`src/logic/cpuPkg.sv`:
```
package cpuPkg;

    localparam int xlen = 32;
    localparam int imemDepth = 64;
    localparam int dmemDepth = 64;
    localparam int imemAddrW = $clog2(imemDepth);
    localparam int dmemAddrW = $clog2(dmemDepth);

    // Immediate form selects
    localparam logic [1:0] immI = 2'd0;
    localparam logic [1:0] immS = 2'd1;
    localparam logic [1:0] immB = 2'd2;

    typedef enum logic [6:0] {
        opReg    = 7'b0110011,
        opImm    = 7'b0010011,
        opLoad   = 7'b0000011,
        opStore  = 7'b0100011,
        opBranch = 7'b1100011
    } opcodeT;

    typedef enum logic [2:0] {
        aluAdd = 3'd0,
        aluSub = 3'd1,
        aluAnd = 3'd2,
        aluOr  = 3'd3,
        aluSlt = 3'd4
    } aluOpT;

    // R and I formats share this view, imm[11:0] sits in funct7 and rs2
    typedef struct packed {
        logic [6:0] funct7;
        logic [4:0] rs2;
        logic [4:0] rs1;
        logic [2:0] funct3;
        logic [4:0] rd;
        opcodeT     opcode;
    } rFmtT;

    // S and B formats split the immediate around rs2/rs1
    typedef struct packed {
        logic [6:0] immHi;
        logic [4:0] rs2;
        logic [4:0] rs1;
        logic [2:0] funct3;
        logic [4:0] immLo;
        opcodeT     opcode;
    } sbFmtT;

    typedef union packed {
        rFmtT  r;
        sbFmtT sb;
    } instrT;

endpackage
```
`src/logic/instrMem.sv`:
```
`timescale 1ns/100ps

module instrMem import cpuPkg::*; (
    input  logic                 CLK,
    input  logic                 wrEn,
    input  logic [imemAddrW-1:0] wrAddr,
    input  logic [xlen-1:0]      wrData,
    input  logic [xlen-1:0]      pc,
    output instrT                instr
);

    logic [xlen-1:0] mem [imemDepth];
    logic [imemAddrW-1:0] rdIdx;

    // Program load, one word per clock
    always_ff @(posedge CLK) begin
        if (wrEn) begin
            mem[wrAddr] <= wrData;
        end
    end

    assign rdIdx = pc[imemAddrW+1:2];    // Byte address to word index
    assign instr = mem[rdIdx];

    // PC sits at zero through reset, so this only bites once the core runs
    pcInRange: assert property (
        @(posedge CLK)
        pc < xlen'(imemDepth * 4)
    ) else $error("Fetch outside instruction memory: %h", pc);

endmodule

```
`config.mk`:
```
export PLATFORM = sky130hd
export DESIGN_NAME = instrMem
export DESIGN_NICKNAME = d
export VERILOG_FILES = /design/src/logic/cpuPkg.sv /design/src/logic/instrMem.sv
export SDC_FILE = /design/constraint.sdc
export NUM_CORES = 2
export LEC_CHECK = 0
export BUFFER_PORTS_ARGS = -buffer_cell sky130_fd_sc_hd__buf_2
export CORE_ASPECT_RATIO = 1.4
export CORE_MARGIN = 2
export CORE_UTILIZATION = 60
export CTS_CLUSTER_DIAMETER = 150
export DETAILED_ROUTE_END_ITERATION = 8
export PLACE_DENSITY = 0.84
export SLEW_MARGIN = 10
export SYNTH_ARGS = -nofsm -noshare
export SYNTH_HDL_FRONTEND = slang
export SYNTH_SLANG_ARGS = --single-unit
```
`constraint.sdc`:
```
create_clock -name CLK -period 5.26 [get_ports CLK]
set_input_delay 0.789 -clock CLK [delete_from_list [all_inputs] [get_ports CLK]]
set_output_delay 0.789 -clock CLK [all_outputs]
set_load 0.03 [all_outputs]
```
==> flow_summary.toml <==
[floorplanning]
ios = 104
start_util_pct = 60.4
die-area_um2 = 133000
core_area_um2 = 129000
rows = 156
die_h_um = 430
die_w_um = 308

[synth]
synth_ff_type = "edfxtp_1"
synthAdderAreaFrac_pct = 0
synthCells = 3292
synthXorXnorAreaFrac_pct = 0
synth-compound-area-share_pct = 1.69
synthSimpleGateAreaFrac_pct = 1.28
synth_top_family_by_area = "multiplexers"
muxShareOfSynthArea_pct = 16.9
synth_fp_nets = 3364
yosysSeqAreaShare_pct = 79.0
synth_top_cell_by_area = "edfxtp_1"
synth_top_area_share_pct = 79.0
synth_edf_count = 2048
syn_area_um2 = 77900
ys_types = 33
synth_area_leaders = "edfxtp_1 79%, mux4_2 16%, mux2i_1 1.2%, o22ai_1 0.67%, nor2_1 0.66%"
async_flop_share_pct = 0
ys_ff_latch = 2048
yosysWarnings = 0
syn_area_per_cell_um2 = 23.7

[timing]
finalSetupViolCount = 0
finalCritPeriodShare_pct = 89.7
slew_headroom_pct = 13.7
tightestPinTransition_ps = 1290
slew_viol_final = 0
hold_viol = 0
max_freq_mhz = 212
rsz0062_at_grt = "no"
fin_tns_setup_ps = 0
fin_crit_ps = 4720

[placement]
hpwl_mm = 112
io_buffer_count = 77
gp_congestion = 0.819

[job]
maxCapViolations = 0

[worst_setup_path]
critPathBufInv = 3
critical_path_required_ps = 4470
worstSetupPathType = "in2out"
arrival_ps = 3930
timing.critical_path.fanout_max = 28
path_cells = "buf_8, buf_4, mux4_2, mux4_2, o22ai_1, nor2_1, buf_2"
cp_common_cell = "mux4_2"
max_stage_delay_ps = 590
cp_top_family = "buffers and inverters"
start_kind = "input port"
end_kind = "primary output"
cp_slowest_cell = "mux4_2"

[routing]
drt_iter0_markers = 7502
antenna_left = 0
wl_per_cell_um = 40.5
drt-vias-per-instance = 7.44
wl_mm = 218
num_vias = 40100
first_pass_iters = 6
drc_errors = 0

[final_layout]
fin_nets = 3577
regMostFlops = "mem"
layout-drive-gt1-share_pct = 29.3
reg_top3 = "mem: 2048 flops"
area_growth_syn_to_layout_pct = 11.6
largest_register_ffs = 2048

[hold_path]
hold_depth = 1
hold_path.class = "in2reg"
hold_start = "wrData[9]"
min_to = "mem[58][9]"

[grt]
grt_overflow = 0
grt_max_degree = 71
antenna_found_initial = 18
grt_pass1_wl_mm = 308
grt_pass1_vias = 40500
track_usage_pct = 33.5

[pwr]
p_per_area_nw_per_um2 = 376
max-vdd-ir-drop_v = 0.000370
p_leak_uw = 0.0269
total_power_uw = 32700

[run_status]
status = "finished, final reports clean"

[clocking]
path_clk_slew_ps = 70
holdBufCountCts = 0
root_buffer = "clkbuf_16"
cts_tree = "done"
cts_resized = 0
cts_setup_buffers = 0
cts_made_buffers = 170
htreeDepth = 4
cts.path.max_buffers = 3
cts_sinks = 2048
==> metrics by stage <==
step | hold slack (ps) | worst slack [ps] | area, µm² | std cells | utilization, %
after floorplan | 888 | 1310 | 77900 | 3292 | -
after global placement | 1500 | 817 | 81400 | 5067 | 63.1
after detailed placement | 1520 | 766 | 81400 | 5067 | 63.1
after CTS | 682 | 680 | 86800 | 5376 | 67.3
after global routing | 388 | 471 | 86900 | 5381 | 67.3
final | 399 | 540 | 86900 | 5387 | 67.3
==> Yosys cell counts (2+ instances only) <==
cell type  instances
and2_1             2
a22oi_1           12
o221ai_1          27
buf_1             21
nand2b_1           8
edfxtp_1        2048
buf_6              5
nand3_1            5
or3_1              3
mux4_2           544
o32ai_1            4
nand4_1            2
and3_1             4
a311oi_1           8
o22ai_1           84
nor3_1             7
nor2b_1           15
a41o_1             4
buf_4             25
or3b_1             2
clkbuf_1          74
or3b_2             3
nand2_1           26
mux2i_1           93
buf_2             57
nor2_1           137
a21oi_1           62
nand3b_1           5
==> placed cells by master, fill, tap and decap left out, types with 4 or more instances in the layout <==
cell type / instances
and3_1: 4
a21oi_1: 62
buf_4: 123
diode_2: 7
nor3_1: 5
buf_12: 27
nand2_1: 26
clkbuf_1: 43
a41o_1: 4
edfxtp_1: 2048
clkbuf_16: 175
inv_6: 6
nor2_1: 75
a22oi_1: 12
bufinv_16: 13
mux4_2: 544
a311oi_1: 8
clkinv_1: 34
nand3b_1: 5
nand2b_1: 7
o221ai_1: 27
nor2b_1: 15
nand3_1: 5
o22ai_1: 84
mux2i_1: 93
nor2_4: 62
clkinvlp_4: 4
clkinv_2: 29
buf_2: 70
o32ai_1: 4
==> worst max path at each step <==
| stage | cells past startpoint | to | start | slack (ps) |
|---|---|---|---|---|
| 2_1_floorplan | 4 | mem[48][0] | wrAddr[3] | 1310 |
| 3_3_place_gp | 7 | instr[27] | pc[2] | 820 |
| 3_5_place_dp | 7 | instr[1] | pc[2] | 770 |
| 4_1_cts | 8 | instr[23] | pc[2] | 680 |
| 5_1_grt | 7 | instr[9] | pc[2] | 470 |
| 6_report | 7 | instr[9] | pc[2] | 540 |
==> cell families after synthesis <==
family	after synthesis
buffers and inverters	182
AND/OR/NAND/NOR	223
flip-flops	2048
multiplexers	637
AO/OA/AOI/OAI	202
==> final cells by class <==
type | instances | area, µm²
fillers | 6935 | 42100
diodes | 7 | 17.5
repair buffers | 223 | 1860
multi-input cells | 1062 | 16000
well taps | 1738 | 2170
clock buffers | 218 | 4540
clock inverters | 91 | 816
flip-flops and latches | 2048 | 61500
==> per-layer routing <==
| metal | track usage (%) | share of wire, % | vias to the layer above |
|---|---|---|---|
| met4 | 19.1 | 6.9 | 18 |
| met2 | 53.5 | 49 | 4145 |
| met5 | 0 | 0.046 | - |
| met1 | 43.1 | 31 | 20500 |
| li1 | - | - | 14600 |
| met3 | 7.68 | 13 | 815 |
==> power breakdown <==
group          internal (µW)  switching (µW)
combinational            629            1210
clock                   6770            5990
sequential             18100            38.8
total                  25500            7230
Power figures use the tool's default switching activity.
