**config.mk**
```make
export PLATFORM = sky130hd
export DESIGN_NAME = regFile_flat
export DESIGN_NICKNAME = d
export VERILOG_FILES = /design/src/logic/cpuPkg.sv /design/src/logic/ctrlIf.sv /design/src/logic/regFile.sv /design/src/flat_wrapper.sv
export SDC_FILE = /design/constraint.sdc
export NUM_CORES = 2
export LEC_CHECK = 0
export ABC_AREA = 1
export BUFFER_PORTS_ARGS = -buffer_cell sky130_fd_sc_hd__buf_2
export CELL_PAD_IN_SITES_DETAIL_PLACEMENT = 1
export CELL_PAD_IN_SITES_GLOBAL_PLACEMENT = 1
export CORE_AREA = 10 10 446 448
export CTS_BUF_LIST = sky130_fd_sc_hd__clkbuf_4 sky130_fd_sc_hd__clkbuf_8
export CTS_CLUSTER_SIZE = 8
export DETAILED_ROUTE_END_ITERATION = 8
export DIE_AREA = 0 0 456 458
export GPL_TIMING_DRIVEN = 0
export PLACE_DENSITY = 0.63
export SLEW_MARGIN = 20
export SYNTH_ARGS = -nofsm -noshare
export SYNTH_HDL_FRONTEND = slang
export SYNTH_SLANG_ARGS = --single-unit
```
**constraint.sdc**
```tcl
create_clock -name CLK -period 2.6 [get_ports CLK]
set_input_delay 0.26 -clock CLK [delete_from_list [all_inputs] [get_ports CLK]]
set_output_delay 0.26 -clock CLK [all_outputs]
set_load 0.03 [all_outputs]
```
**src/logic/cpuPkg.sv**
```systemverilog
package cpuPkg;

    localparam int xlen = 32;
    localparam int imemDepth = 64;
    localparam int dmemDepth = 64;
    localparam int imemAddrW = $clog2(imemDepth);
    localparam int dmemAddrW = $clog2(dmemDepth);

    // Immediate form selects
    localparam logic [1:0] immI = 2'd0;
    localparam logic [1:0] immS = 2'd1;
    localparam logic [1:0] immB = 2'd2;

    typedef enum logic [6:0] {
        opReg    = 7'b0110011,
        opImm    = 7'b0010011,
        opLoad   = 7'b0000011,
        opStore  = 7'b0100011,
        opBranch = 7'b1100011
    } opcodeT;

    typedef enum logic [2:0] {
        aluAdd = 3'd0,
        aluSub = 3'd1,
        aluAnd = 3'd2,
        aluOr  = 3'd3,
        aluSlt = 3'd4
    } aluOpT;

    // R and I formats share this view, imm[11:0] sits in funct7 and rs2
    typedef struct packed {
        logic [6:0] funct7;
        logic [4:0] rs2;
        logic [4:0] rs1;
        logic [2:0] funct3;
        logic [4:0] rd;
        opcodeT     opcode;
    } rFmtT;

    // S and B formats split the immediate around rs2/rs1
    typedef struct packed {
        logic [6:0] immHi;
        logic [4:0] rs2;
        logic [4:0] rs1;
        logic [2:0] funct3;
        logic [4:0] immLo;
        opcodeT     opcode;
    } sbFmtT;

    typedef union packed {
        rFmtT  r;
        sbFmtT sb;
    } instrT;

endpackage
```
**src/logic/ctrlIf.sv**
```systemverilog
`timescale 1ns/100ps

interface ctrlIf import cpuPkg::*; ();

    logic       regWrite;
    logic       aluSrc;     // Second ALU operand is the immediate
    logic       memWrite;
    logic       memToReg;
    logic       branch;
    aluOpT      aluOp;
    logic [1:0] immSel;     // immI, immS or immB

    modport ctrl (output regWrite, aluSrc, memWrite, memToReg, branch, aluOp, immSel);

    modport exec (input aluSrc, memToReg, branch, aluOp, immSel);

    modport rf (input regWrite);

    modport mem (input memWrite);

endinterface

```
**src/logic/regFile.sv**
```systemverilog
`timescale 1ns/100ps

module regFile import cpuPkg::*; (
    input  logic            CLK,
    input  logic            reset,
    ctrlIf.rf               ctrl,
    input  logic [4:0]      rs1,
    input  logic [4:0]      rs2,
    input  logic [4:0]      rd,
    input  logic [xlen-1:0] wbData,
    output logic [xlen-1:0] rd1,
    output logic [xlen-1:0] rd2
);

    logic [xlen-1:0] regs [32];

    always_ff @(posedge CLK) begin
        if (reset) begin
            for (int i = 0; i < 32; i++) begin
                regs[i] <= '0;
            end
        end else if (ctrl.regWrite && rd != 5'd0) begin    // x0 never written
            regs[rd] <= wbData;
        end
    end

    // Async reads, old value on a same-cycle write
    assign rd1 = regs[rs1];
    assign rd2 = regs[rs2];

    // x0 must read as zero whatever was written back before
    x0ZeroRs1: assert property (
        @(posedge CLK)
        rs1 == 5'd0 |-> rd1 == '0
    ) else $error("x0 read nonzero on rs1: %h", rd1);

    x0ZeroRs2: assert property (
        @(posedge CLK)
        rs2 == 5'd0 |-> rd2 == '0
    ) else $error("x0 read nonzero on rs2: %h", rd2);

endmodule

```
**src/flat_wrapper.sv**
```systemverilog
// flat-port wrapper written by rule: the top's interface ports become plain ports
module regFile_flat import cpuPkg::*;
  (CLK, reset, rs1, rs2, rd, wbData, rd1, rd2, ctrl_regWrite);
  ctrlIf ctrl_i ();
  input  logic CLK;
  input  logic reset;
  input  logic [4:0] rs1;
  input  logic [4:0] rs2;
  input  logic [4:0] rd;
  input  logic [xlen-1:0] wbData;
  output logic [xlen-1:0] rd1;
  output logic [xlen-1:0] rd2;
  input wire logic [$bits(ctrl_i.regWrite)-1:0] ctrl_regWrite;
  assign ctrl_i.regWrite = ctrl_regWrite;
  regFile u_core (.CLK(CLK), .reset(reset), .ctrl(ctrl_i), .rs1(rs1), .rs2(rs2), .rd(rd), .wbData(wbData), .rd1(rd1), .rd2(rd2));
endmodule
```
==> results by group <==
Run
  – Max-cap violations: 0

Placement
  – GPL Wtd Cong: 0.970
  – Number of I/O port buffers: 107
  – Detailed Place HPWL: 242000 um

Timing
  – Final setup margin: -0.103 ns
  – Hold_ws: 0.185 ns
  – Worst slew pin tran: 1.10 ns
  – Setup violators final: 47
  – Tmin final: 2.70 ns
  – RSZ-0062 raised after global routing: true
  – Hold Vio Cnt, Final: 0
  – Max_slew headroom: 27.0%
  – Max-slew violations: 0
  – FMAX: 370 MHz
  – Final period util: 104%

Die
  – Cell row count: 160
  – Core Area: 0.190 mm^2
  – Die W: 456 um
  – Die Ht: 458 um
  – Initial core utilization: 29.9%
  – I/O pins: 114
  – Full die area: 0.209 mm^2

Worst setup path
  – CP max-delay cell: buf_2
  – Critical Path Start: rs1[0]
  – CP dominant cell by count: nand2_1
  – Critical Path End: rd1[13]
  – WP data arrival: 2.44 ns
  – Max Fanout on Critical Path: 10
  – Crit end category: output pin
  – Worst path cell trace: buf_4, inv_4, buf_4, buf_2, nand2_1, nand3_1, nand3_1, nand2_1, nand2_1, nand2_4, nand2_2, nand2_4, buf_6
  – CP Launch Type: input pin
  – Critical setup path kind: input pin to output pin
  – Max stage delay on crit path: 0.49 ns
  – CP required: 2.34 ns

Finish
  – Filler cells: 22.5k
  – Reg with most FFs: u_core.regs
  – Area Growth Syn to Fin: 22.5%
  – # nets final: 7624
  – Share of cells above drive strength 1: 22.4%
  – Top flop regs: u_core.regs: 1024 flops
  – Number of flip-flops in the largest register: 1024

Synthesis
  – YS warnings: 0
  – Post-synth top area cell: edfxtp_1
  – Post-synthesis sequential area ratio: 54.2%
  – Flops & latches, synth: 1024
  – Synthesized area: 0.0567 mm^2
  – Mean Syn Cell Area: 7.88 um^2
  – Cell variety after synth: 16
  – Gate Count Post-Synth: 7191
  – Synth top area cells: edfxtp_1 (54%), nand2_1 (19%), nand3_1 (14%), nor2_1 (6.6%), buf_2 (2.9%)
  – Synth top area share: 54.2%

Detailed routing
  – Vias/cell: 5.81
  – Starting DRT DRC Count: 7947
  – Drt total wl: 347000 um
  – DRC errors left: 0
  – TritonRoute pass-1 iters: 5
  – DR vias: 59.6k
  – DR WL/cell: 33.8 um
  – Number of routed nets with antenna violations: 0

GRT
  – Vias in the first global route: 59.9k
  – Antenna violations before repair: 24
  – First-pass GRT wire length: 467000 um
  – GR Overflow Total: 0
  – Largest net degree at the start of global routing: 33
  – GRT Util Overall: 31.8%

Power
  – Power density over the cells: 636 mW/mm^2
  – Total power: 44.1 mW
  – Max IR drop VDD: 0.000613 V
  – P_leak: 29.0 nW

Clocking
  – H-tree Lvls: 4
  – CTS max path bufs: 3
  – TritonCTS clock tree: yes
  – Post CTS Setup Buffer Count: 0
  – Root buffer cell: clkbuf_8
  – Clock sink total: 1024
  – Clock-pin slew on the worst setup and hold paths: 0.06 ns
  – TritonCTS Buffers: 192

Min path
  – Hold path cells: 4
  – Worst min-delay path class: input pin to register

Status
  – Failing checks: negative setup slack
  – Outcome: finished with violations
==> power by group <==
group | internal [mW] | total, mW | leakage [nW] | switching, mW
logic | 2.15 | 8.56 | 17.3 | 6.41
clock network | 8.01 | 16.0 | 1.93 | 7.97
registers | 19.1 | 19.6 | 9.75 | 0.517
==> layout make-up <==
class / instances / area [um^2] / area share [%]
flip-flops and latches: 1024 / 30700 / 44.3
clock buffers: 253 / 3110 / 4.48
well taps: 2511 / 3140 / 4.52
inverters: 54 / 208 / 0.299
multi-input cells: 5515 / 26400 / 38.0
plain buffers: 629 / 3570 / 5.14
repair buffers: 158 / 1680 / 2.42
clock inverters: 95 / 531 / 0.764
diodes: 18 / 45.0 / 0.0649
==> cell usage in the layout (no fill, tap or decap) <==
cell type	instances
nor3_1	7
nor2_1	993
nand2_2	319
clkdlybuf4s15_2	11
clkbuf_4	94
nand2_8	5
buf_4	67
inv_1	47
buf_12	9
diode_2	18
clkinv_4	1
nand4_1	4
clkbuf_2	67
clkinvlp_4	3
nand3_4	6
inv_8	2
clkbuf_8	194
buf_2	319
inv_6	5
clkdlybuf4s18_2	1
clkinv_1	58
nand2_4	166
nand2_1	2452
buf_16	8
dlygate4sd3_1	33
inv_4	2
edfxtp_1	1024
conb_1	32
nand3_2	313
nand3_1	1218
buf_1	12
bufinv_16	2
clkbuf_1	119
inv_2	4
clkinv_2	22
inv_12	2
clkinv_8	1
buf_6	106
==> Yosys cell counts <==
master and count:
edfxtp_1 1024, buf_6 40, clkinv_1 1, inv_2 4
clkbuf_1 187, nor3_1 7, buf_1 37, buf_2 330
nand2_1 2942, inv_4 2, nor2_1 993, inv_1 47
nand4_1 4, buf_4 35, conb_1 1, nand3_1 1537
==> worst min path at each step <==
stage	startpoint	end	slack, ns
3_5_place_dp	wbData[3]	u_core.regs[4][3]	0.64
5_1_grt	rd[3]	u_core.regs[23][1]	0.17
3_3_place_gp	wbData[3]	u_core.regs[4][3]	0.64
2_1_floorplan	wbData[31]	u_core.regs[1][31]	0.50
6_report	wbData[27]	u_core.regs[5][27]	0.19
4_1_cts	wbData[3]	u_core.regs[4][3]	0.12
==> layer usage <==
layer,routed length (um),up-vias,GRT usage (%)
met5,82,-,0
met4,31100,12,24.6
met3,36000,1261,8.21
met2,154000,4000,50.0
met1,125000,29807,37.1
li1,-,24471,-
==> worst max-delay path: cells and delay by family <==
kind,cells,cell delay [ns]
buf+inv,5,1.27
simple gates,8,0.88
==> cell families after synthesis <==
kind of cell | synth area share, %
DFF | 54.2
and+or+nand+nor | 39.7
other | 0.00661
buffers and inverters | 6.02
==> through the flow <==
stage | setup TNS [ns] | setup WS [ns] | std cells | utilization, % | area [um^2]
finish | -2.02 | -0.103 | 10257 | 36.6 | 69400
global route | -2.37 | -0.0955 | 10245 | 36.6 | 69400
detailed placement | -433.40 | -0.826 | 9858 | 32.3 | 61100
global placement | -1855.24 | -2.26 | 9840 | 31.9 | 60500
CTS | -1.98 | -0.0781 | 10239 | 35.5 | 67400
floorplan | 0 | 0.498 | 7222 | - | 56800
==> repair_timing <==
action / 4_1_cts / 5_1_grt
resized for setup: 719 / 523
endpoints found under the setup margin: 64 / 64
hold endpoints to repair: 175 / 0
cloned: 0 / 0
pin swaps: 229 / 331
hold buffers: 33 / 0
No activity file was read; power rests on OpenSTA's default activity.
