`config.mk`:
```
export PLATFORM = sky130hd
export DESIGN_NAME = execUnit_flat
export DESIGN_NICKNAME = d
export VERILOG_FILES = /design/src/logic/cpuPkg.sv /design/src/logic/ctrlIf.sv /design/src/logic/execUnit.sv /design/src/flat_wrapper.sv
export SDC_FILE = /design/constraint.sdc
export NUM_CORES = 1
export LEC_CHECK = 0
export ABC_CLOCK_PERIOD_IN_PS = 6100
export BUFFER_PORTS_ARGS = -buffer_cell sky130_fd_sc_hd__buf_2
export CAP_MARGIN = 20
export CORE_ASPECT_RATIO = 1.75
export CORE_MARGIN = 2
export CORE_UTILIZATION = 52
export DETAILED_ROUTE_END_ITERATION = 10
export PLACE_DENSITY_LB_ADDON = 0.3
export SETUP_SLACK_MARGIN = 0.5
export SLEW_MARGIN = 10
export SYNTH_ARGS = -nofsm -noshare
export SYNTH_HDL_FRONTEND = slang
export SYNTH_SLANG_ARGS = --single-unit
```
`constraint.sdc`:
```
create_clock -name vclk -period 6.1
set_input_delay 0.915 -clock vclk [all_inputs]
set_output_delay 0.915 -clock vclk [all_outputs]
set_load 0.05 [all_outputs]
```
`src/logic/cpuPkg.sv`:
```
package cpuPkg;

    localparam int xlen = 32;
    localparam int imemDepth = 64;
    localparam int dmemDepth = 64;
    localparam int imemAddrW = $clog2(imemDepth);
    localparam int dmemAddrW = $clog2(dmemDepth);

    // Immediate form selects
    localparam logic [1:0] immI = 2'd0;
    localparam logic [1:0] immS = 2'd1;
    localparam logic [1:0] immB = 2'd2;

    typedef enum logic [6:0] {
        opReg    = 7'b0110011,
        opImm    = 7'b0010011,
        opLoad   = 7'b0000011,
        opStore  = 7'b0100011,
        opBranch = 7'b1100011
    } opcodeT;

    typedef enum logic [2:0] {
        aluAdd = 3'd0,
        aluSub = 3'd1,
        aluAnd = 3'd2,
        aluOr  = 3'd3,
        aluSlt = 3'd4
    } aluOpT;

    // R and I formats share this view, imm[11:0] sits in funct7 and rs2
    typedef struct packed {
        logic [6:0] funct7;
        logic [4:0] rs2;
        logic [4:0] rs1;
        logic [2:0] funct3;
        logic [4:0] rd;
        opcodeT     opcode;
    } rFmtT;

    // S and B formats split the immediate around rs2/rs1
    typedef struct packed {
        logic [6:0] immHi;
        logic [4:0] rs2;
        logic [4:0] rs1;
        logic [2:0] funct3;
        logic [4:0] immLo;
        opcodeT     opcode;
    } sbFmtT;

    typedef union packed {
        rFmtT  r;
        sbFmtT sb;
    } instrT;

endpackage
```
`src/logic/ctrlIf.sv`:
```
`timescale 1ns/100ps

interface ctrlIf import cpuPkg::*; ();

    logic       regWrite;
    logic       aluSrc;     // Second ALU operand is the immediate
    logic       memWrite;
    logic       memToReg;
    logic       branch;
    aluOpT      aluOp;
    logic [1:0] immSel;     // immI, immS or immB

    modport ctrl (output regWrite, aluSrc, memWrite, memToReg, branch, aluOp, immSel);

    modport exec (input aluSrc, memToReg, branch, aluOp, immSel);

    modport rf (input regWrite);

    modport mem (input memWrite);

endinterface

```
`src/logic/execUnit.sv`:
```
`timescale 1ns/100ps

module execUnit import cpuPkg::*; (
    input  instrT           instr,
    ctrlIf.exec             ctrl,
    input  logic [xlen-1:0] rd1,
    input  logic [xlen-1:0] rd2,
    input  logic [xlen-1:0] memRdData,
    output logic [xlen-1:0] aluResult,
    output logic [xlen-1:0] memWrData,
    output logic [xlen-1:0] wbData,
    output logic [xlen-1:0] imm,
    output logic            branchTaken
);

    logic [xlen-1:0] immIVal;
    logic [xlen-1:0] immSVal;
    logic [xlen-1:0] immBVal;
    logic [xlen-1:0] opA;
    logic [xlen-1:0] opB;
    logic            zero;

    // I form, imm[11:0] = funct7 and rs2 slots
    assign immIVal = {{(xlen-12){instr.r.funct7[6]}}, instr.r.funct7, instr.r.rs2};

    // S form, immHi and immLo back to back
    assign immSVal = {{(xlen-12){instr.sb.immHi[6]}}, instr.sb.immHi, instr.sb.immLo};

    // B form, bit 11 hides in immLo[0] and bit 0 is implicit
    assign immBVal = {
        {(xlen-12){instr.sb.immHi[6]}},
        instr.sb.immLo[0],
        instr.sb.immHi[5:0],
        instr.sb.immLo[4:1],
        1'b0
    };

    always_comb begin
        case (ctrl.immSel)
            immS:    imm = immSVal;
            immB:    imm = immBVal;
            default: imm = immIVal;
        endcase
    end

    assign opA = rd1;
    assign opB = ctrl.aluSrc ? imm : rd2;

    always_comb begin
        case (ctrl.aluOp)
            aluSub:  aluResult = opA - opB;
            aluAnd:  aluResult = opA & opB;
            aluOr:   aluResult = opA | opB;
            aluSlt:  aluResult = {{(xlen-1){1'b0}}, $signed(opA) < $signed(opB)};
            default: aluResult = opA + opB;
        endcase
    end

    assign zero = (aluResult == '0);
    assign branchTaken = ctrl.branch & zero;    // beq only

    assign memWrData = rd2;    // Store data straight from rs2

    // Loads return memory data, everything else the ALU
    assign wbData = ctrl.memToReg ? memRdData : aluResult;

endmodule

```
`src/flat_wrapper.sv`:
```
// flat-port wrapper written by rule: the top's interface ports become plain ports
module execUnit_flat import cpuPkg::*;
  (instr, rd1, rd2, memRdData, aluResult, memWrData, wbData, imm, branchTaken, ctrl_aluSrc, ctrl_memToReg, ctrl_branch, ctrl_aluOp, ctrl_immSel);
  ctrlIf ctrl_i ();
  input  instrT instr;
  input  logic [xlen-1:0] rd1;
  input  logic [xlen-1:0] rd2;
  input  logic [xlen-1:0] memRdData;
  output logic [xlen-1:0] aluResult;
  output logic [xlen-1:0] memWrData;
  output logic [xlen-1:0] wbData;
  output logic [xlen-1:0] imm;
  output logic branchTaken;
  input wire logic [$bits(ctrl_i.aluSrc)-1:0] ctrl_aluSrc;
  input wire logic [$bits(ctrl_i.memToReg)-1:0] ctrl_memToReg;
  input wire logic [$bits(ctrl_i.branch)-1:0] ctrl_branch;
  input wire logic [$bits(ctrl_i.aluOp)-1:0] ctrl_aluOp;
  input wire logic [$bits(ctrl_i.immSel)-1:0] ctrl_immSel;
  assign ctrl_i.aluSrc = ctrl_aluSrc;
  assign ctrl_i.memToReg = ctrl_memToReg;
  assign ctrl_i.branch = ctrl_branch;
  assign ctrl_i.aluOp = ctrl_aluOp;
  assign ctrl_i.immSel = ctrl_immSel;
  execUnit u_core (.instr(instr), .ctrl(ctrl_i), .rd1(rd1), .rd2(rd2), .memRdData(memRdData), .aluResult(aluResult), .memWrData(memWrData), .wbData(wbData), .imm(imm), .branchTaken(branchTaken));
endmodule
```
==> results.md <==
- RSZ-0062 raised after global routing: yes
- # port buffers: 250
- Final Slew Violations: 0
- Layout cells sized above 1: 48.5%
- M3 GR Usage: 8.38%
- CP peak stage delay: 0.60 ns
- Critical path cell sequence: buf_8 > inv_2 > ha_4 > nor2_4 > nor3b_4 > a21oi_4 > a21oi_2 > buf_4 > buf_6 > ha_4 > a21o_1 > nand4_1 > nand3_1 > and3_1 > a211o_1 > or4b_4 > nor4_4 > nand4_1 > nor4_2 > buf_4 > nand4_1 > nor4_4 > buf_6
- Sequential share of the synthesized area: 0%
- Routed vias: 10100
- Routed WL per cell: 22.7 µm
- Routing usage on met1: 40.1%
- Synth area leaders: ha_1 20%, a21oi_1 7.5%, buf_4 7.2%
- Post-route DRC: 0
- Failing checks: setup timing
- Antenna viol nets, final: 0
- Crit path top cell by count: nand4_1
- Post-Synthesis Cells: 1001
- Maxcap violations: 0
- Mapped Area: 0.00673 mm²
- Cell variety after synth: 85
- Endpoints failing setup: 4
- Bufs and invs on worst path: 6
- DIE WIDTH: 90.0 µm
- Peak supply drop: 171 µV
- Routability congestion estimate from global placement: 1.09
- Initial antenna violation count: 1
- First drt pass iteration count: 6
- Reg area: 0 µm²
- Grt ovf: 0
- Largest net degree at the start of global routing: 37
- IO Pins: 265
- Placed cell area: 0.00919 mm²
- P&R area growth vs syn: 55.0%
- Worst Path Class, Setup: primary input to primary output
- CP Data Required Time: 5.18 ns
- Period utilization: 104%
- Final min period: 6.33 ns
- Multi-input logic area: 0.00660 mm²
- Pleak: 0.00512 µW
- Hold Fails Final Rpt: 0
- Worst EP arrival: 5.41 ns
- Worst-Margin Slew: 0.957 ns
- CLK BUF: 0
- Mapped Nets: 1247
- Largest area contributor in the netlist: ha_1
- Most Crowded Layer GR: met2
- Fmax: 0.158 GHz
- Worst min path class: primary input to primary output
- DR vias/cell: 6.59
- DP Worst Slack: -0.523 ns
- Critical Path End Type: primary output
- Syn_area_per_cell: 6.72 µm²
- First-pass GRT wire length: 48.7 mm
- Pwr dens: 184 mW/mm²
- Largest delay share family, worst path: simple AND/OR/NAND/NOR gates
- Post-synth top area share: 20.1%
- Met2 Use GR: 77.2%
- Final setup margin: -0.229 ns
- Die ar.: 0.0139 mm²
- Vias in the first global route: 9532
- Fillers: 881
- Final WL: 34.9 mm
- Synth warnings: 0
- Crit-path max FO: 4
- Total GRT Usage: 43.2%
- Initial core utilization: 52.6%
- Max_slew headroom: 36.2%
- Die Height: 155 µm
- Final Util: 81.5%
- Seq_cells: 0
- Startpoint types: primary input
- Post-DP HPWL: 24.3 mm
- Final nets: 1612
- Core area: 0.0128 mm²
- Slowest CP cell: or4b_4
- Outcome: finished, violations left
- Finished layout cell area: 0.0104 mm²
- Rows: 55
- Initial DRC count: 898
-- power breakdown --
part	internal (µW)	switching [µW]
Sequential	0	0
Clock	0.0000341	0
Combinational	725	1200
Total	725	1200
-- through the flow --
stage                     total power (µW)  std cells  setup TNS [ns]  hold WS (ns)
after CTS                             1720       1519               0          2.13
after detailed placement              1600       1495          -0.819          2.13
after global placement                1580       1495          -0.566          2.13
after global routing                  1990       1535          -0.787          2.13
final                                 1920       1536          -0.448          2.13
after floorplan                       1060       1001         -0.0942          2.00
-- Yosys cell counts (4+ instances only) --
| cell type | number |
|---|---|
| o221a_2 | 5 |
| o31ai_1 | 10 |
| inv_1 | 108 |
| o211ai_1 | 16 |
| nand4_1 | 14 |
| a221oi_1 | 9 |
| o22ai_1 | 11 |
| xor2_1 | 6 |
| and3_1 | 5 |
| a21o_1 | 9 |
| o21a_1 | 5 |
| o31a_1 | 4 |
| o2111ai_1 | 4 |
| a211o_1 | 6 |
| a211oi_1 | 9 |
| a21oi_1 | 101 |
| xnor2_1 | 13 |
| o21bai_1 | 7 |
| ha_1 | 108 |
| nor3_1 | 22 |
| nor2_1 | 68 |
| clkbuf_1 | 32 |
| a31oi_1 | 20 |
| nor2b_1 | 10 |
| nor4_1 | 15 |
| buf_2 | 7 |
| o32ai_1 | 5 |
| mux2i_1 | 14 |
| nand3_1 | 21 |
| nand2b_1 | 8 |
| and4_1 | 5 |
| mux2_2 | 30 |
| buf_4 | 65 |
| nand2_1 | 78 |
| and2_1 | 4 |
| o21ai_0 | 60 |
| nor3b_1 | 12 |
-- logic make-up (layout without fill, tap and decap cells) --
group / Yosys count / count (layout) / synth area share, %
AOI/OAI and AO/OA: 330 / 330 / 32.8
other: 0 / 1 / 0
muxes: 44 / 44 / 7.10
adders and majority gates: 110 / 110 / 20.7
xor gates and xnor gates: 19 / 19 / 2.47
buffers and inverters: 219 / 582 / 16.1
and+or+nand+nor: 279 / 279 / 20.8
-- cell usage in the layout (no fill, tap or decap), types with 12 or more instances in the layout --
cell and instances:
inv_1 99, nor3_1 15, a31oi_1 15, buf_4 205, o211ai_1 16, nor4_1 12
nand2_1 75, buf_8 14, o21ai_0 47, nand3_1 20, mux2_2 25, buf_6 19
nand4_1 14, ha_1 93, a21oi_1 85, buf_2 229, nor2_1 60
-- final cells by class --
cell class / instances / area share, %
inverter: 110 / 4.04
antenna: 1 / 0.0240
timing repair buffer: 472 / 30.6
multi-input combinational: 782 / 63.2
tap: 171 / 2.05
-- path summary, 6_finish.rpt --
check	from	endpoint	slack, ns	cells after the start
min	rd2[15]	memWrData[15]	2.13	2
max	ctrl_immSel[1]	branchTaken	-0.23	23
-- timing repair --
action                                  in CTS  in global routing
pin swaps                                   57                 60
endpoints found under the setup margin      25                 27
gates resized for setup                    119                 96
buffers inserted                            24                 16
hold buffers                                 0                  0
-- routing by layer --
metal | wire (µm) | part of all wire (%)
met1 | 10600 | 30
met2 | 16100 | 46
met3 | 3430 | 9.8
met4 | 4800 | 14
met5 | 0 | 0
No activity file was read; power rests on OpenSTA's default activity.
