==> src/logic/cpuPkg.sv <==
package cpuPkg;

    localparam int xlen = 32;
    localparam int imemDepth = 64;
    localparam int dmemDepth = 64;
    localparam int imemAddrW = $clog2(imemDepth);
    localparam int dmemAddrW = $clog2(dmemDepth);

    // Immediate form selects
    localparam logic [1:0] immI = 2'd0;
    localparam logic [1:0] immS = 2'd1;
    localparam logic [1:0] immB = 2'd2;

    typedef enum logic [6:0] {
        opReg    = 7'b0110011,
        opImm    = 7'b0010011,
        opLoad   = 7'b0000011,
        opStore  = 7'b0100011,
        opBranch = 7'b1100011
    } opcodeT;

    typedef enum logic [2:0] {
        aluAdd = 3'd0,
        aluSub = 3'd1,
        aluAnd = 3'd2,
        aluOr  = 3'd3,
        aluSlt = 3'd4
    } aluOpT;

    // R and I formats share this view, imm[11:0] sits in funct7 and rs2
    typedef struct packed {
        logic [6:0] funct7;
        logic [4:0] rs2;
        logic [4:0] rs1;
        logic [2:0] funct3;
        logic [4:0] rd;
        opcodeT     opcode;
    } rFmtT;

    // S and B formats split the immediate around rs2/rs1
    typedef struct packed {
        logic [6:0] immHi;
        logic [4:0] rs2;
        logic [4:0] rs1;
        logic [2:0] funct3;
        logic [4:0] immLo;
        opcodeT     opcode;
    } sbFmtT;

    typedef union packed {
        rFmtT  r;
        sbFmtT sb;
    } instrT;

endpackage
==> src/logic/pcUnit.sv <==
`timescale 1ns/100ps

module pcUnit import cpuPkg::*; (
    input  logic            CLK,
    input  logic            reset,
    input  logic            branchTaken,
    input  logic [xlen-1:0] imm,
    output logic [xlen-1:0] pc
);

    logic [xlen-1:0] pcPlus4;
    logic [xlen-1:0] pcTarget;
    logic [xlen-1:0] pcNext;

    assign pcPlus4  = pc + xlen'(4);
    assign pcTarget = pc + imm;     // B immediate already carries bit 0 = 0

    // Taken branch wins over fall-through
    assign pcNext = branchTaken ? pcTarget : pcPlus4;

    always_ff @(posedge CLK) begin
        if (reset) begin
            pc <= '0;
        end else begin
            pc <= pcNext;
        end
    end

    // Branch offsets from decode must keep the fetch address on a word boundary
    pcAligned: assert property (
        @(posedge CLK) disable iff (reset)
        pc[1:0] == 2'b00
    ) else $error("PC not word aligned: %h", pc);

endmodule

==> config.mk <==
export PLATFORM = sky130hd
export DESIGN_NAME = pcUnit
export DESIGN_NICKNAME = d
export VERILOG_FILES = /design/src/logic/cpuPkg.sv /design/src/logic/pcUnit.sv
export SDC_FILE = /design/constraint.sdc
export NUM_CORES = 1
export LEC_CHECK = 0
export BUFFER_PORTS_ARGS = -buffer_cell sky130_fd_sc_hd__buf_2
export CAP_MARGIN = 30
export CORE_MARGIN = 2
export CORE_UTILIZATION = 45
export DETAILED_ROUTE_END_ITERATION = 7
export HOLD_SLACK_MARGIN = 0.12
export PLACE_DENSITY = 0.78
export SLEW_MARGIN = 25
export SYNTH_ARGS = -nofsm -noshare
export SYNTH_HDL_FRONTEND = slang
export SYNTH_SLANG_ARGS = --single-unit
==> constraint.sdc <==
create_clock -name CLK -period 3.3 [get_ports CLK]
set_input_delay 0.825 -clock CLK [delete_from_list [all_inputs] [get_ports CLK]]
set_output_delay 0.825 -clock CLK [all_outputs]
set_load 0.005 [all_outputs]
==> results.py, run 1 <==
metrics = {
    "place": {
        "io_buffers": 66,
        "dp.final_hpwl_mm": 6.92,
        "place_congestion": 0.944,
    },
    "grt": {
        "antenna_found_initial": 0,
        "grt_pass1_wl_mm": 14.7,
        "grt_pass1_vias": 3164,
        "grt_usage_pct": 21.3,
        "grt_max_degree": 37,
        "grt-ovfl-total": 0,
    },
    "final_layout": {
        "fin_nets": 568,
        "multi_input_area_um2": 2580,
        "area_growth_pct": 15.6,
        "drive_gt1_share_pct": 18.2,
        "largest_register": "pc",
        "num-fill-cells": 728,
        "antenna_cells": 0,
        "seqCellArea_um2": 641,
        "largestRegisters": "pc: 32 flops",
        "largest_reg_flops": 32,
    },
    "synthesis": {
        "syn_inst": 438,
        "synth-async-reset-ratio_pct": 0,
        "synth_top_flop_cell": "dfxtp_1",
        "synthesis.area_um2": 3340,
        "synth_edf_count": 0,
        "ys_seq_area_share_pct": 19.2,
        "syn_area_per_cell_um2": 7.62,
        "synth_commonest_cells": "nor2_1 (55), nand2_1 (35), dfxtp_1 (32), ha_1 (32)",
        "synth_top_area_share_pct": 19.2,
        "ys_ff_latch": 32,
        "yosys_warnings": 0,
        "synthTopCellsByArea": "dfxtp_1 (19%), ha_1 (12%), xnor2_1 (8.1%), nor2_1 (6.2%), a211oi_1 (5.4%)",
        "synth.most_common_cell": "nor2_1",
        "netlist.top_cell.by_area": "dfxtp_1",
        "ys_types": 59,
        "syn_nets": 506,
    },
    "setup_path": {
        "path_class": "in2reg",
        "crit_top_cell": "o2111ai_1",
        "critPathBufInv": 1,
        "crit_family": "compound AO/OA/AOI/OAI gates",
        "worstPathRequired_ns": 3.48,
        "r2r_slack_ns": 0.55,
        "r2r_end": "pc[31]",
        "reg2regPathDepth": 9,
        "critPathLaunchType": "input pin",
        "crit_fanout": 7,
        "max_stage_delay_ns": 0.39,
        "crit_chain": "buf_2, ha_1, a21oi_1, o311ai_1, o2111ai_1, a32oi_1, a311oi_2, o2111ai_1, nor3b_2, mux2_4",
        "r2r_start": "pc[18]",
        "cp-end-kind": "register",
        "cp_slowest_cell": "ha_1",
        "critPathArrivalTime_ns": 3.08,
    },
    "clock_network": {
        "cts_root_buf": "clkbuf_8",
        "cts_hold_buf": 0,
        "cts.path.max_buffers": 2,
        "numCtsBuffers": 5,
        "cts_tree": "done",
        "post_cts_buffers": 0,
        "clk_latency_ns": 0.29,
        "cts.repair.resized": 0,
        "cts.sinks": 32,
        "cts_max_level": 2,
        "clk_pin_slew_ns": 0.07,
    },
    "timing": {
        "final.period_utilization_pct": 88.0,
        "hold_viol_final": 0,
        "slew_violations": 0,
        "tightest_slew_ns": 0.707,
        "grt_setup_unrepaired": "no",
        "clock_skew_ns": 0.00956,
        "max_clock_freq_ghz": 0.344,
        "max_slew_margin_pct": 52.9,
        "finalCriticalPeriod_ns": 2.90,
        "tns_ns": 0,
        "setup_violations": 0,
    },
    "routing": {
        "antenna_left": 0,
        "drt-vias-per-instance": 5.80,
        "drt_first_pass_iters": 6,
        "drt_wl_total_mm": 8.96,
        "wire_per_inst_um": 14.9,
        "vias": 3478,
        "first_iter_violations": 248,
        "drcViolationCount": 0,
    },
    "floorplanning": {
        "rows": 31,
        "io_pins": 67,
        "core-area_um2": 7210,
        "initial_utilization_pct": 46.3,
        "dieArea_um2": 8120,
        "die_w_um": 90.1,
        "die_y_um": 90.1,
    },
    "hold_path": {
        "min_from": "pc[0]",
        "holdPathEnd": "pc[0]",
        "holdPathStages": 2,
        "hp-class": "reg2reg",
    },
    "job": {
        "maxCapViolCount": 0,
    },
    "power": {
        "fin_total_pwr_mw": 1.61,
        "vdd_drop_max_mv": 0.173,
        "power.density_nw_per_um2": 418,
        "leakagePower_nw": 1.75,
    },
    "status": {
        "status": "completed",
    },
}
how the worst max path moves through the flow:
stage | endpoint | from | depth (start not counted) | slack [ns]
final | pc[31] | imm[18] | 10 | 0.40
after global routing | pc[28] | imm[0] | 12 | 0.21
after CTS | pc[28] | imm[0] | 12 | 0.44
after detailed placement | pc[28] | imm[0] | 12 | 0.15
after global placement | pc[28] | imm[13] | 10 | 0.20
after floorplan | pc[31] | imm[9] | 9 | 0.46
cells by family after synthesis:
family | after synthesis | synth area share (%)
adders and majority gates | 33 | 12.6
DFF | 32 | 19.2
AOI/OAI and AO/OA | 130 | 26.3
and+or+nand+nor | 160 | 24.3
xor gates and xnor gates | 50 | 13.1
buffers and inverters | 30 | 3.45
muxes | 3 | 1.05
power breakdown:
group          switching [mW]  internal [mW]
Sequential             0.0742          0.439
Clock                   0.156          0.170
Combinational           0.426          0.347
cell type report:
cell class	instances	area share, %
clock buffer	8	2.34
inverter	14	1.36
multi-input combinational	376	66.9
sequential	32	16.6
tap	99	3.21
timing repair buffer	71	9.54
metal layers:
layer	part of all wire, %	track usage [%]	wire (µm)
met5	0	0	0
met4	2.1	6.54	189
met3	5.7	3.10	513
met2	46	34.3	4080
met1	47	29.4	4180
per-stage QoR:
stage	std cells	hold slack, ns	setup WS, ns	utilization [%]	cell area (µm²)
finish	600	0.528	0.396	53.5	3860
global route	600	0.576	0.213	53.5	3860
CTS	600	0.534	0.442	53.5	3860
detailed placement	592	0.521	0.145	52.2	3770
global placement	592	0.503	0.196	52.2	3770
floorplan	438	0.512	0.460	-	3340
layout by cell type, fill, tap and decap left out, types with 3 or more instances in the layout:
master,n
nand2_1,35
o22ai_1,4
xor2_1,19
nand2b_1,4
o21ai_0,16
nor4b_1,3
and2_1,3
xnor2_1,31
o21a_1,4
nand4_1,5
nor2b_1,6
buf_4,5
and4_1,5
clkbuf_8,6
o2111ai_1,4
o21bai_1,4
a211oi_1,24
o21ai_1,5
inv_1,14
nor3_1,7
buf_2,66
nor2_1,55
and3_1,4
nand3_1,19
dfxtp_1,32
ha_1,32
a21oi_1,31
a21o_1,17
tightest hold or removal path: cells and delay by family (launching register included):
family        cells  cell delay, ns
flops             1            0.35
mux               1            0.07
simple gates      1            0.07
(Power assumes the default switching activity.)
==> run 2: changes to the inputs <==
BUFFER_PORTS_ARGS = not set   (was -buffer_cell sky130_fd_sc_hd__buf_2)
DONT_BUFFER_PORTS = 1   (was not set)
PLACE_DENSITY = 0.71   (was 0.78)
==> run 2 against run 1 <==
Effect of this change:
- via count is 8.5% lower
- clock power is 6.7% lower
- sequential share of layout area is 1.7 points higher
- hold slack better by 0.027 ns
- non-clock buffer count is 67 lower
- critical path type unchanged
- first-iteration DRC count is 28% lower
- critical endpoint is now pc[26]
- maximum frequency is 3.1% higher
==> results.py, run 2 (synthesized netlist as in run 1, its figures left out) <==
metrics = {
    "final_layout": {
        "largestRegisters": "pc: 32 flops",
        "layout_commonest_cell": "nor2_1",
        "seqCellArea_um2": 641,
        "drive_gt1_share_pct": 5.54,
        "final_area_um2": 3510,
        "area_growth_pct": 5.06,
        "largest_register": "pc",
        "layout_common_cells": "nor2_1 (55), nand2_1 (35), ha_1 (32), dfxtp_1 (32)",
        "fin_cells": 532,
        "multi_input_area_um2": 2580,
        "fin_nets": 501,
        "antenna_cells": 0,
        "num-fill-cells": 761,
        "largest_reg_flops": 32,
    },
    "grt": {
        "grt_usage_pct": 21.1,
        "grt-ovfl-total": 0,
        "grt_pass1_vias": 2869,
        "grt_pass1_wl_mm": 14.4,
        "antenna_found_initial": 0,
        "grt_max_degree": 62,
    },
    "timing": {
        "clock_skew_ns": 0.0101,
        "max_clock_freq_ghz": 0.355,
        "setup_violations": 0,
        "tightest_slew_ns": 0.411,
        "final.period_utilization_pct": 85.3,
        "slew_violations": 0,
        "grt_setup_unrepaired": "no",
        "finalCriticalPeriod_ns": 2.82,
        "tns_ns": 0,
        "max_slew_margin_pct": 72.3,
        "hold_viol_final": 0,
    },
    "setup_path": {
        "worstPathRequired_ns": 3.51,
        "cp-end-kind": "register",
        "critPathLaunchType": "input pin",
        "path_class": "in2reg",
        "critPathArrivalTime_ns": 3.02,
        "crit_fanout": 4,
    },
    "clock_network": {
        "cts_max_level": 2,
        "cts_hold_buf": 0,
        "cts_root_buf": "clkbuf_8",
        "clk_pin_slew_ns": 0.07,
        "cts_tree": "done",
        "post_cts_buffers": 0,
        "cts.path.max_buffers": 2,
        "numCtsBuffers": 5,
        "clk_latency_ns": 0.29,
        "cts.repair.resized": 0,
        "cts.sinks": 32,
    },
    "power": {
        "power.density_nw_per_um2": 428,
        "vdd_drop_max_mv": 0.192,
        "leakagePower_nw": 1.45,
        "fin_total_pwr_mw": 1.50,
    },
    "place": {
        "io_buffers": 0,
        "place_inst": 525,
        "dp.final_hpwl_mm": 6.71,
        "place_congestion": 0.945,
        "dpl_cell_area_um2": 3430,
    },
    "routing": {
        "drt_wl_total_mm": 8.63,
        "wire_per_inst_um": 16.2,
        "drt_first_pass_iters": 4,
        "drt-vias-per-instance": 5.98,
        "first_iter_violations": 179,
        "drcViolationCount": 0,
        "vias": 3183,
        "antenna_left": 0,
    },
    "floorplanning": {
        "core-area_um2": 7210,
        "die_w_um": 90.1,
        "rows": 31,
        "die_y_um": 90.1,
        "io_pins": 67,
        "initial_utilization_pct": 46.3,
        "dieArea_um2": 8120,
    },
    "job": {
        "maxCapViolCount": 0,
    },
    "hold_path": {
        "hp-class": "reg2reg",
    },
    "status": {
        "status": "completed",
    },
}
[run 2: worst max-delay path, stage by stage]
cell and delay [ns]:
ha_1 0.17, inv_1 0.06, fa_1 0.41, nor2b_1 0.16, o31a_1 0.22, o21ai_1 0.13, a21oi_1 0.22, a21oi_1 0.15
o31ai_2 0.35, xnor2_1 0.11, a211oi_1 0.22
[run 2: final timing paths]
| kind | start | to | slack [ns] | depth (start not counted) |
|---|---|---|---|---|
| hold reg to reg | pc[1] | pc[1] | 0.56 | 2 |
| setup reg to reg | pc[0] | pc[26] | 0.60 | 11 |
| setup / recovery | imm[0] | pc[26] | 0.48 | 11 |
| hold / removal | pc[1] | pc[1] | 0.56 | 2 |
[run 2: layer usage]
metal / up-vias / share of wire, % / track usage, %
met5: - / 0 / 0
met4: 0 / 1.1 / 5.00
met3: 9 / 7.6 / 6.04
met2: 104 / 45 / 33.3
met1: 1471 / 46 / 28.4
li1: 1599 / - / -
[run 2: report_power, final]
group          internal (mW)  switching [mW]  total [mW]
logic                  0.302           0.371       0.672
registers              0.439          0.0839       0.523
clock network          0.144           0.161       0.305
total                  0.884           0.616        1.50
[run 2: metrics by stage]
stage,utilization (%),worst slack [ns],hold slack [ns]
4_1_cts,48.6,0.495,0.554
2_1_floorplan,-,0.460,0.512
5_1_grt,48.6,0.319,0.585
6_report,48.6,0.484,0.555
3_3_place_gp,47.5,0.315,0.538
3_5_place_dp,47.5,0.206,0.544
[run 2: final cells by class]
class | count | share of cell area, %
inverters | 14 | 1.50
clock buffers | 6 | 2.07
well taps | 99 | 3.53
repair buffers | 4 | 0.856
clock inverters | 1 | 0.143
multi-input cells | 376 | 73.6
flip-flops and latches | 32 | 18.3
