==> src/logic/cpuPkg.sv <==
package cpuPkg;

    localparam int xlen = 32;
    localparam int imemDepth = 64;
    localparam int dmemDepth = 64;
    localparam int imemAddrW = $clog2(imemDepth);
    localparam int dmemAddrW = $clog2(dmemDepth);

    // Immediate form selects
    localparam logic [1:0] immI = 2'd0;
    localparam logic [1:0] immS = 2'd1;
    localparam logic [1:0] immB = 2'd2;

    typedef enum logic [6:0] {
        opReg    = 7'b0110011,
        opImm    = 7'b0010011,
        opLoad   = 7'b0000011,
        opStore  = 7'b0100011,
        opBranch = 7'b1100011
    } opcodeT;

    typedef enum logic [2:0] {
        aluAdd = 3'd0,
        aluSub = 3'd1,
        aluAnd = 3'd2,
        aluOr  = 3'd3,
        aluSlt = 3'd4
    } aluOpT;

    // R and I formats share this view, imm[11:0] sits in funct7 and rs2
    typedef struct packed {
        logic [6:0] funct7;
        logic [4:0] rs2;
        logic [4:0] rs1;
        logic [2:0] funct3;
        logic [4:0] rd;
        opcodeT     opcode;
    } rFmtT;

    // S and B formats split the immediate around rs2/rs1
    typedef struct packed {
        logic [6:0] immHi;
        logic [4:0] rs2;
        logic [4:0] rs1;
        logic [2:0] funct3;
        logic [4:0] immLo;
        opcodeT     opcode;
    } sbFmtT;

    typedef union packed {
        rFmtT  r;
        sbFmtT sb;
    } instrT;

endpackage
==> src/logic/ctrlIf.sv <==
`timescale 1ns/100ps

interface ctrlIf import cpuPkg::*; ();

    logic       regWrite;
    logic       aluSrc;     // Second ALU operand is the immediate
    logic       memWrite;
    logic       memToReg;
    logic       branch;
    aluOpT      aluOp;
    logic [1:0] immSel;     // immI, immS or immB

    modport ctrl (output regWrite, aluSrc, memWrite, memToReg, branch, aluOp, immSel);

    modport exec (input aluSrc, memToReg, branch, aluOp, immSel);

    modport rf (input regWrite);

    modport mem (input memWrite);

endinterface

==> src/logic/controlUnit.sv <==
`timescale 1ns/100ps

module controlUnit import cpuPkg::*; (
    input  logic reset,
    input  instrT instr,
    ctrlIf.ctrl  ctrl
);

    aluOpT funct3Op;

    // ALU operation picked by funct3 alone
    always_comb begin
        case (instr.r.funct3)
            3'b010:  funct3Op = aluSlt;
            3'b110:  funct3Op = aluOr;
            3'b111:  funct3Op = aluAnd;
            default: funct3Op = aluAdd;
        endcase
    end

    always_comb begin
        ctrl.regWrite = 1'b0;
        ctrl.aluSrc   = 1'b0;
        ctrl.memWrite = 1'b0;
        ctrl.memToReg = 1'b0;
        ctrl.branch   = 1'b0;
        ctrl.aluOp    = aluAdd;
        ctrl.immSel   = immI;

        case (instr.r.opcode)
            opReg: begin
                ctrl.regWrite = 1'b1;
                // funct7 bit 5 turns add into sub
                if (instr.r.funct3 == 3'b000 && instr.r.funct7[5]) begin
                    ctrl.aluOp = aluSub;
                end else begin
                    ctrl.aluOp = funct3Op;
                end
            end
            opImm: begin
                ctrl.regWrite = 1'b1;
                ctrl.aluSrc   = 1'b1;
                ctrl.aluOp    = funct3Op;
            end
            opLoad: begin
                ctrl.regWrite = 1'b1;
                ctrl.aluSrc   = 1'b1;
                ctrl.memToReg = 1'b1;    // Address add, data from memory
            end
            opStore: begin
                ctrl.memWrite = 1'b1;
                ctrl.aluSrc   = 1'b1;
                ctrl.immSel   = immS;
            end
            opBranch: begin
                ctrl.branch = 1'b1;
                ctrl.aluOp  = aluSub;    // Zero result means equal
                ctrl.immSel = immB;
            end
            default: ;
        endcase

        // No architectural writes while held in reset
        if (reset) begin
            ctrl.regWrite = 1'b0;
            ctrl.memWrite = 1'b0;
        end
    end

    always_comb begin
        if (!reset) begin
            assert (instr.r.opcode inside {opReg, opImm, opLoad, opStore, opBranch})
                else $error("Unsupported opcode %b", instr.r.opcode);
        end
    end

endmodule

==> src/flat_wrapper.sv <==
// flat-port wrapper written by rule: the top's interface ports become plain ports
module controlUnit_flat import cpuPkg::*;
  (reset, instr, ctrl_regWrite, ctrl_aluSrc, ctrl_memWrite, ctrl_memToReg, ctrl_branch, ctrl_aluOp, ctrl_immSel);
  ctrlIf ctrl_i ();
  input  logic reset;
  input  instrT instr;
  output wire logic [$bits(ctrl_i.regWrite)-1:0] ctrl_regWrite;
  output wire logic [$bits(ctrl_i.aluSrc)-1:0] ctrl_aluSrc;
  output wire logic [$bits(ctrl_i.memWrite)-1:0] ctrl_memWrite;
  output wire logic [$bits(ctrl_i.memToReg)-1:0] ctrl_memToReg;
  output wire logic [$bits(ctrl_i.branch)-1:0] ctrl_branch;
  output wire logic [$bits(ctrl_i.aluOp)-1:0] ctrl_aluOp;
  output wire logic [$bits(ctrl_i.immSel)-1:0] ctrl_immSel;
  assign ctrl_regWrite = ctrl_i.regWrite;
  assign ctrl_aluSrc = ctrl_i.aluSrc;
  assign ctrl_memWrite = ctrl_i.memWrite;
  assign ctrl_memToReg = ctrl_i.memToReg;
  assign ctrl_branch = ctrl_i.branch;
  assign ctrl_aluOp = ctrl_i.aluOp;
  assign ctrl_immSel = ctrl_i.immSel;
  controlUnit u_core (.reset(reset), .instr(instr), .ctrl(ctrl_i));
endmodule
==> config.mk <==
export PLATFORM = sky130hd
export DESIGN_NAME = controlUnit_flat
export DESIGN_NICKNAME = d
export VERILOG_FILES = /design/src/logic/cpuPkg.sv /design/src/logic/ctrlIf.sv /design/src/logic/controlUnit.sv /design/src/flat_wrapper.sv
export SDC_FILE = /design/constraint.sdc
export NUM_CORES = 1
export LEC_CHECK = 0
export BUFFER_PORTS_ARGS = -buffer_cell sky130_fd_sc_hd__buf_2
export CORE_AREA = 2 2 39 41
export DETAILED_ROUTE_END_ITERATION = 7
export DIE_AREA = 0 0 41 43
export GPL_TIMING_DRIVEN = 0
export PLACE_DENSITY = 0.52
export SLEW_MARGIN = 20
export SYNTH_ARGS = -nofsm -noshare
export SYNTH_HDL_FRONTEND = slang
export SYNTH_SLANG_ARGS = --single-unit
==> constraint.sdc <==
create_clock -name vclk -period 1.7
set_input_delay 0.51 -clock vclk [all_inputs]
set_output_delay 0.51 -clock vclk [all_outputs]
set_load 0.1 [all_outputs]
==> results of run 1 <==
## critical path: stages
cell and delay [ps]:
buf_6 90, and4bb_2 340, nand2b_4 100, buf_6 130, nor3_4 200, buf_12 200
## power groups by stage
stage	clock network (mW)	registers, mW	logic, mW
floorplan	0	0	0.0292
global placement	0	0	0.0547
detailed placement	0	0	0.0550
CTS	0	0	0.0655
global route	0	0	0.0751
finish	0	0	0.0702
## worst paths after layout
| path | start | to | slack [ps] | cells after the start |
|---|---|---|---|---|
| setup / recovery | instr[2] | ctrl_aluOp[1] | -380 | 6 |
| hold / removal | instr[12] | ctrl_aluOp[2] | 1370 | 3 |
## layout by cell type (no fill, tap or decap)
master,instances
a21oi_1,1
a21oi_4,1
and3_4,1
and4bb_2,1
buf_12,11
buf_2,10
buf_6,5
inv_1,1
nand2_1,1
nand2b_1,1
nand2b_4,1
nand3_1,1
nor2_1,1
nor2_4,1
nor2b_4,1
nor3_4,4
nor4_4,1
nor4bb_1,1
o21bai_4,1
## routing by layer
layer	vias to the layer above	track usage (%)	share of wire, %
met5	-	0	0
met2	22	16.56	50
li1	125	-	-
met1	113	12.14	36
met4	0	0	0
met3	0	1.047	13
## logic make-up (layout without fill, tap and decap cells)
| group | after synthesis | after routing | share of synthesized area (%) |
|---|---|---|---|
| AND/OR/NAND/NOR | 15 | 15 | 80.67 |
| AO/OA/AOI/OAI | 3 | 3 | 11.77 |
| buffers and inverters | 2 | 27 | 7.562 |
## through the flow
stage / power, mW / utilization [%]
after floorplan: 0.02916 / -
after global placement: 0.05471 / 25.59
after detailed placement: 0.05501 / 25.59
after CTS: 0.06552 / 38.34
after global routing: 0.07512 / 41.05
final: 0.07022 / 41.05
## repair_timing
item	4_1_cts	5_1_grt
resized for setup	39	6
endpoints found under the hold margin	0	0
setup endpoints to repair	10	10
setup buffers	2	1
pin swaps	3	4
## cell type report
| type | count | area, um^2 | area share [%] |
|---|---|---|---|
| buffer | 1 | 20.02 | 3.524 |
| inverter | 1 | 3.754 | 0.6608 |
| multi-input combinational | 18 | 217.7 | 38.33 |
| tap | 16 | 20.02 | 3.524 |
| timing repair buffer | 25 | 306.5 | 53.96 |
==> results.toml, run 1 <==
[layout]
area.sequential_um2 = 0
final.clkbuf_count = 0
final_cell_area_um2 = 568.0
antenna_cells = 0
final_cells = 61
num-nets-final = 80
seq_cell_count = 0
fill_cells = 137
area_growth_pct = 281.5
layout-drive-gt1-share_pct = 84.44

[global_routing]
antenna_found_initial = 0
grt_use_total_pct = 9.319
grt_overflow_total = 0
grt_pass1_vias = 283
grt_pass1_wl_um = 1214
grt_max_degree = 7

[setup_path]
cp.required_ps = 1190
crit_type = "in -> out"
endpoint_kind = "output port"
arrival_ps = 1570
start_kind = "input pin"
crit_fanout = 3

[pwr]
pwr_density_cell_nw_per_um2 = 123.6
clkPwrFrac_pct = 0
pwr-share-seq_pct = 0
internal_power_uw = 29.88
p_comb_share_pct = 100.0
leakagePower_nw = 0.2355
power_switching_uw = 40.34
swShare_pct = 57.44
peakVddDrop_mv = 0.07012

[detailed_routing]
num_vias = 260
wl_per_cell_um = 12.00
detail_route.first_pass.iterations = 2
routed_wl_um = 732
viasPerCell = 4.262
drc = 0
drt_iter0_drc = 2
ant_nets = 0

[die]
dieWidth_um = 41
rows = 14
die_area_um2 = 1763
initial_core_util_pct = 10.76
io_pins = 43
die_y_um = 43
core_area_um2 = 1384

[sta]
worst_pin_slew_ps = 250.6
setup_viol = 10
setup_slack_ps = -375.9
hold_viol_final = 0
relSlewSlack_pct = 83.29
finalMaxSlewViolations = 0
max_freq_mhz = 481.7
hold_ws_ps = 1374
fin_crit_ps = 2076
tns_ps = -3199
fin_crit_sh_pct = 122.1
rsz0062_at_grt = "yes"

[logic_synthesis]
synth_most_common_cell = "nor3_1"
yosysTopAreaCellShare_pct = 14.29
netlist_instances = 20
synth.area.top_cells = "nor4_4, nor3_1, nand2b_4"
synth_top_area_cell = "nor4_4"
synth-seq-area-share_pct = 0
syn_nets = 53
ys_types = 15
avgSynthCellArea_um2 = 7.445
ys_warn_count = 0
synthTopCellsByCount = "nor3_1, a21oi_1, nor2_1"
synth_area_um2 = 148.9

[placed_design]
port_buffers = 22
gp_congestion = 0.5796
dp_hpwl_um = 497.8
placement.setup.worst_slack_ps = -589.6
placed_cells = 58
post_dp_cell_area_um2 = 354.1

[status]
status = "finished with violations"
violations = "negative setup slack"

[clock_network]
cts_hold_buf = 0

[min_path]
min_path_type = "in -> out"

[run]
cap_violations = 0
Note: power is estimated with default switching activity, not from simulation.
==> run 2: changes to the inputs <==
--- a/config.mk
+++ b/config.mk
@@ -9,7 +9,7 @@
 export CORE_AREA = 2 2 39 41
 export DETAILED_ROUTE_END_ITERATION = 7
 export DIE_AREA = 0 0 41 43
-export GPL_TIMING_DRIVEN = 0
+export GPL_TIMING_DRIVEN = 1
 export PLACE_DENSITY = 0.52
 export SLEW_MARGIN = 20
 export SYNTH_ARGS = -nofsm -noshare
==> run 2 against run 1 <==
Effect of this change: the flow still finishes with violations (negative setup slack); non-clock buffer count increased by 5; routed wire length decreased by 7.7%; global-route usage decreased by 1.3 points; die area unchanged; sequential cell count unchanged; sequential share of layout area unchanged; cell area increased by 3.7%; combinational power increased by 10%; critical path depth unchanged; hold slack got worse by 31 ps; maximum frequency increased by 1.5%; utilization increased by 1.5 points.
==> results.toml, run 2 (synthesized netlist as in run 1, its figures left out) <==
[detailed_routing]
ant_nets = 0
wl_per_cell_um = 10.24
viasPerCell = 4.045
drt_iter0_drc = 1
routed_wl_um = 676
detail_route.first_pass.iterations = 2
drc = 0
num_vias = 267

[placed_design]
port_buffers = 22
dp_hpwl_um = 622.7
placement.setup.worst_slack_ps = -354.9
gp_congestion = 0.5975

[setup_path]
crit_fanout = 2
slowest_delay_ps = 330
endpoint_kind = "output port"
cp_cell_sequence = "buf_6 -> and4bb_2 -> buf_4 -> and3_4 -> o21bai_4 -> buf_12"
crit_type = "in -> out"
crit_buf_inv = 3
critPathLaunch = "instr[3]"
cp_top_family = "simple AND/OR/NAND/NOR gates"
arrival_ps = 1530
cp.required_ps = 1190
cp_slowest_cell = "and4bb_2"
start_kind = "input pin"

[layout]
antenna_cells = 0
num-nets-final = 85
layout-drive-gt1-share_pct = 86.00
post-route-util_pct = 42.59
final_cell_mix = "buf_12, buf_2, buf_4, nor3_4, buf_6"
fill_cells = 138
area.sequential_um2 = 0
final_common_cell = "buf_12"
area_growth_pct = 295.8
seq_cell_count = 0
final.clkbuf_count = 0

[pwr]
clkPwrFrac_pct = 0
p_total_uw = 77.29
leakagePower_nw = 0.2529
pwr_density_cell_nw_per_um2 = 131.2
power_switching_uw = 40.09
p_comb_share_pct = 100.0
pwr-share-seq_pct = 0
internal_power_uw = 37.20
swShare_pct = 51.87
peakVddDrop_mv = 0.05838

[global_routing]
grt_pass1_vias = 268
grt_max_degree = 6
antenna_found_initial = 0
grt_pass1_wl_um = 1055
grt_use_total_pct = 8.024
grt_overflow_total = 0

[die]
initial_core_util_pct = 10.76
io_pins = 43
die_area_um2 = 1763
core_area_um2 = 1384
dieWidth_um = 41
rows = 14
die_y_um = 43

[status]
status = "finished with violations"
violations = "negative setup slack"

[sta]
finalMaxSlewViolations = 0
fin_crit_ps = 2044
tns_ps = -3172
fin_crit_sh_pct = 120.3
relSlewSlack_pct = 82.54
setup_slack_ps = -344.3
setup_viol = 10
rsz0062_at_grt = "yes"
max_freq_mhz = 489.2
hold_ws_ps = 1342
hold_viol_final = 0
worst_pin_slew_ps = 259.9

[min_path]
min_path_type = "in -> out"
worstHoldStart = "instr[12]"

[clock_network]
cts_setup_buffers = 0

[run]
cap_violations = 0
run 2: cell count changes in the layout (fill, tap and decap cells not counted), sizes merged:
cell,before,now
buf,26,31
run 2: worst paths after layout:
kind                       endpoint  depth (start not counted)
worst max-delay path  ctrl_aluOp[0]                          6
worst min-delay path  ctrl_aluOp[2]                          3
run 2: power groups by stage:
stage | clock (mW) | sequential, mW | combinational (mW)
after floorplan | 0 | 0 | 0.0292
after global placement | 0 | 0 | 0.0718
after detailed placement | 0 | 0 | 0.0728
after CTS | 0 | 0 | 0.0778
after global routing | 0 | 0 | 0.0820
final | 0 | 0 | 0.0773
run 2: metal layers:
layer / vias to the layer above / global-route usage [%] / routed length, um
met5: - / 0 / 0
met4: 0 / 0 / 0
met3: 0 / 3.141 / 132
met2: 22 / 14.37 / 300
met1: 111 / 8.974 / 243
li1: 134 / - / -
run 2: what timing repair did:
item	CTS	global route
setup endpoints to repair	10	10
resized for setup	4	0
hold buffers	0	0
hold endpoints to repair	0	0
pin swaps	1	1
gates cloned	0	0
run 2: stage by stage:
| step | cells | area, um^2 |
|---|---|---|
| 2_1_floorplan | 20 | 224.0 |
| 3_3_place_gp | 66 | 564.3 |
| 3_5_place_dp | 66 | 564.3 |
| 4_1_cts | 66 | 589.3 |
| 5_1_grt | 66 | 589.3 |
| 6_report | 66 | 589.3 |
run 2: layout make-up:
class | instances | area [um^2] | area share (%)
timing repair buffer | 31 | 352.8 | 59.87
multi-input combinational | 18 | 212.7 | 36.09
tap | 16 | 20.02 | 3.397
inverter | 1 | 3.754 | 0.6369
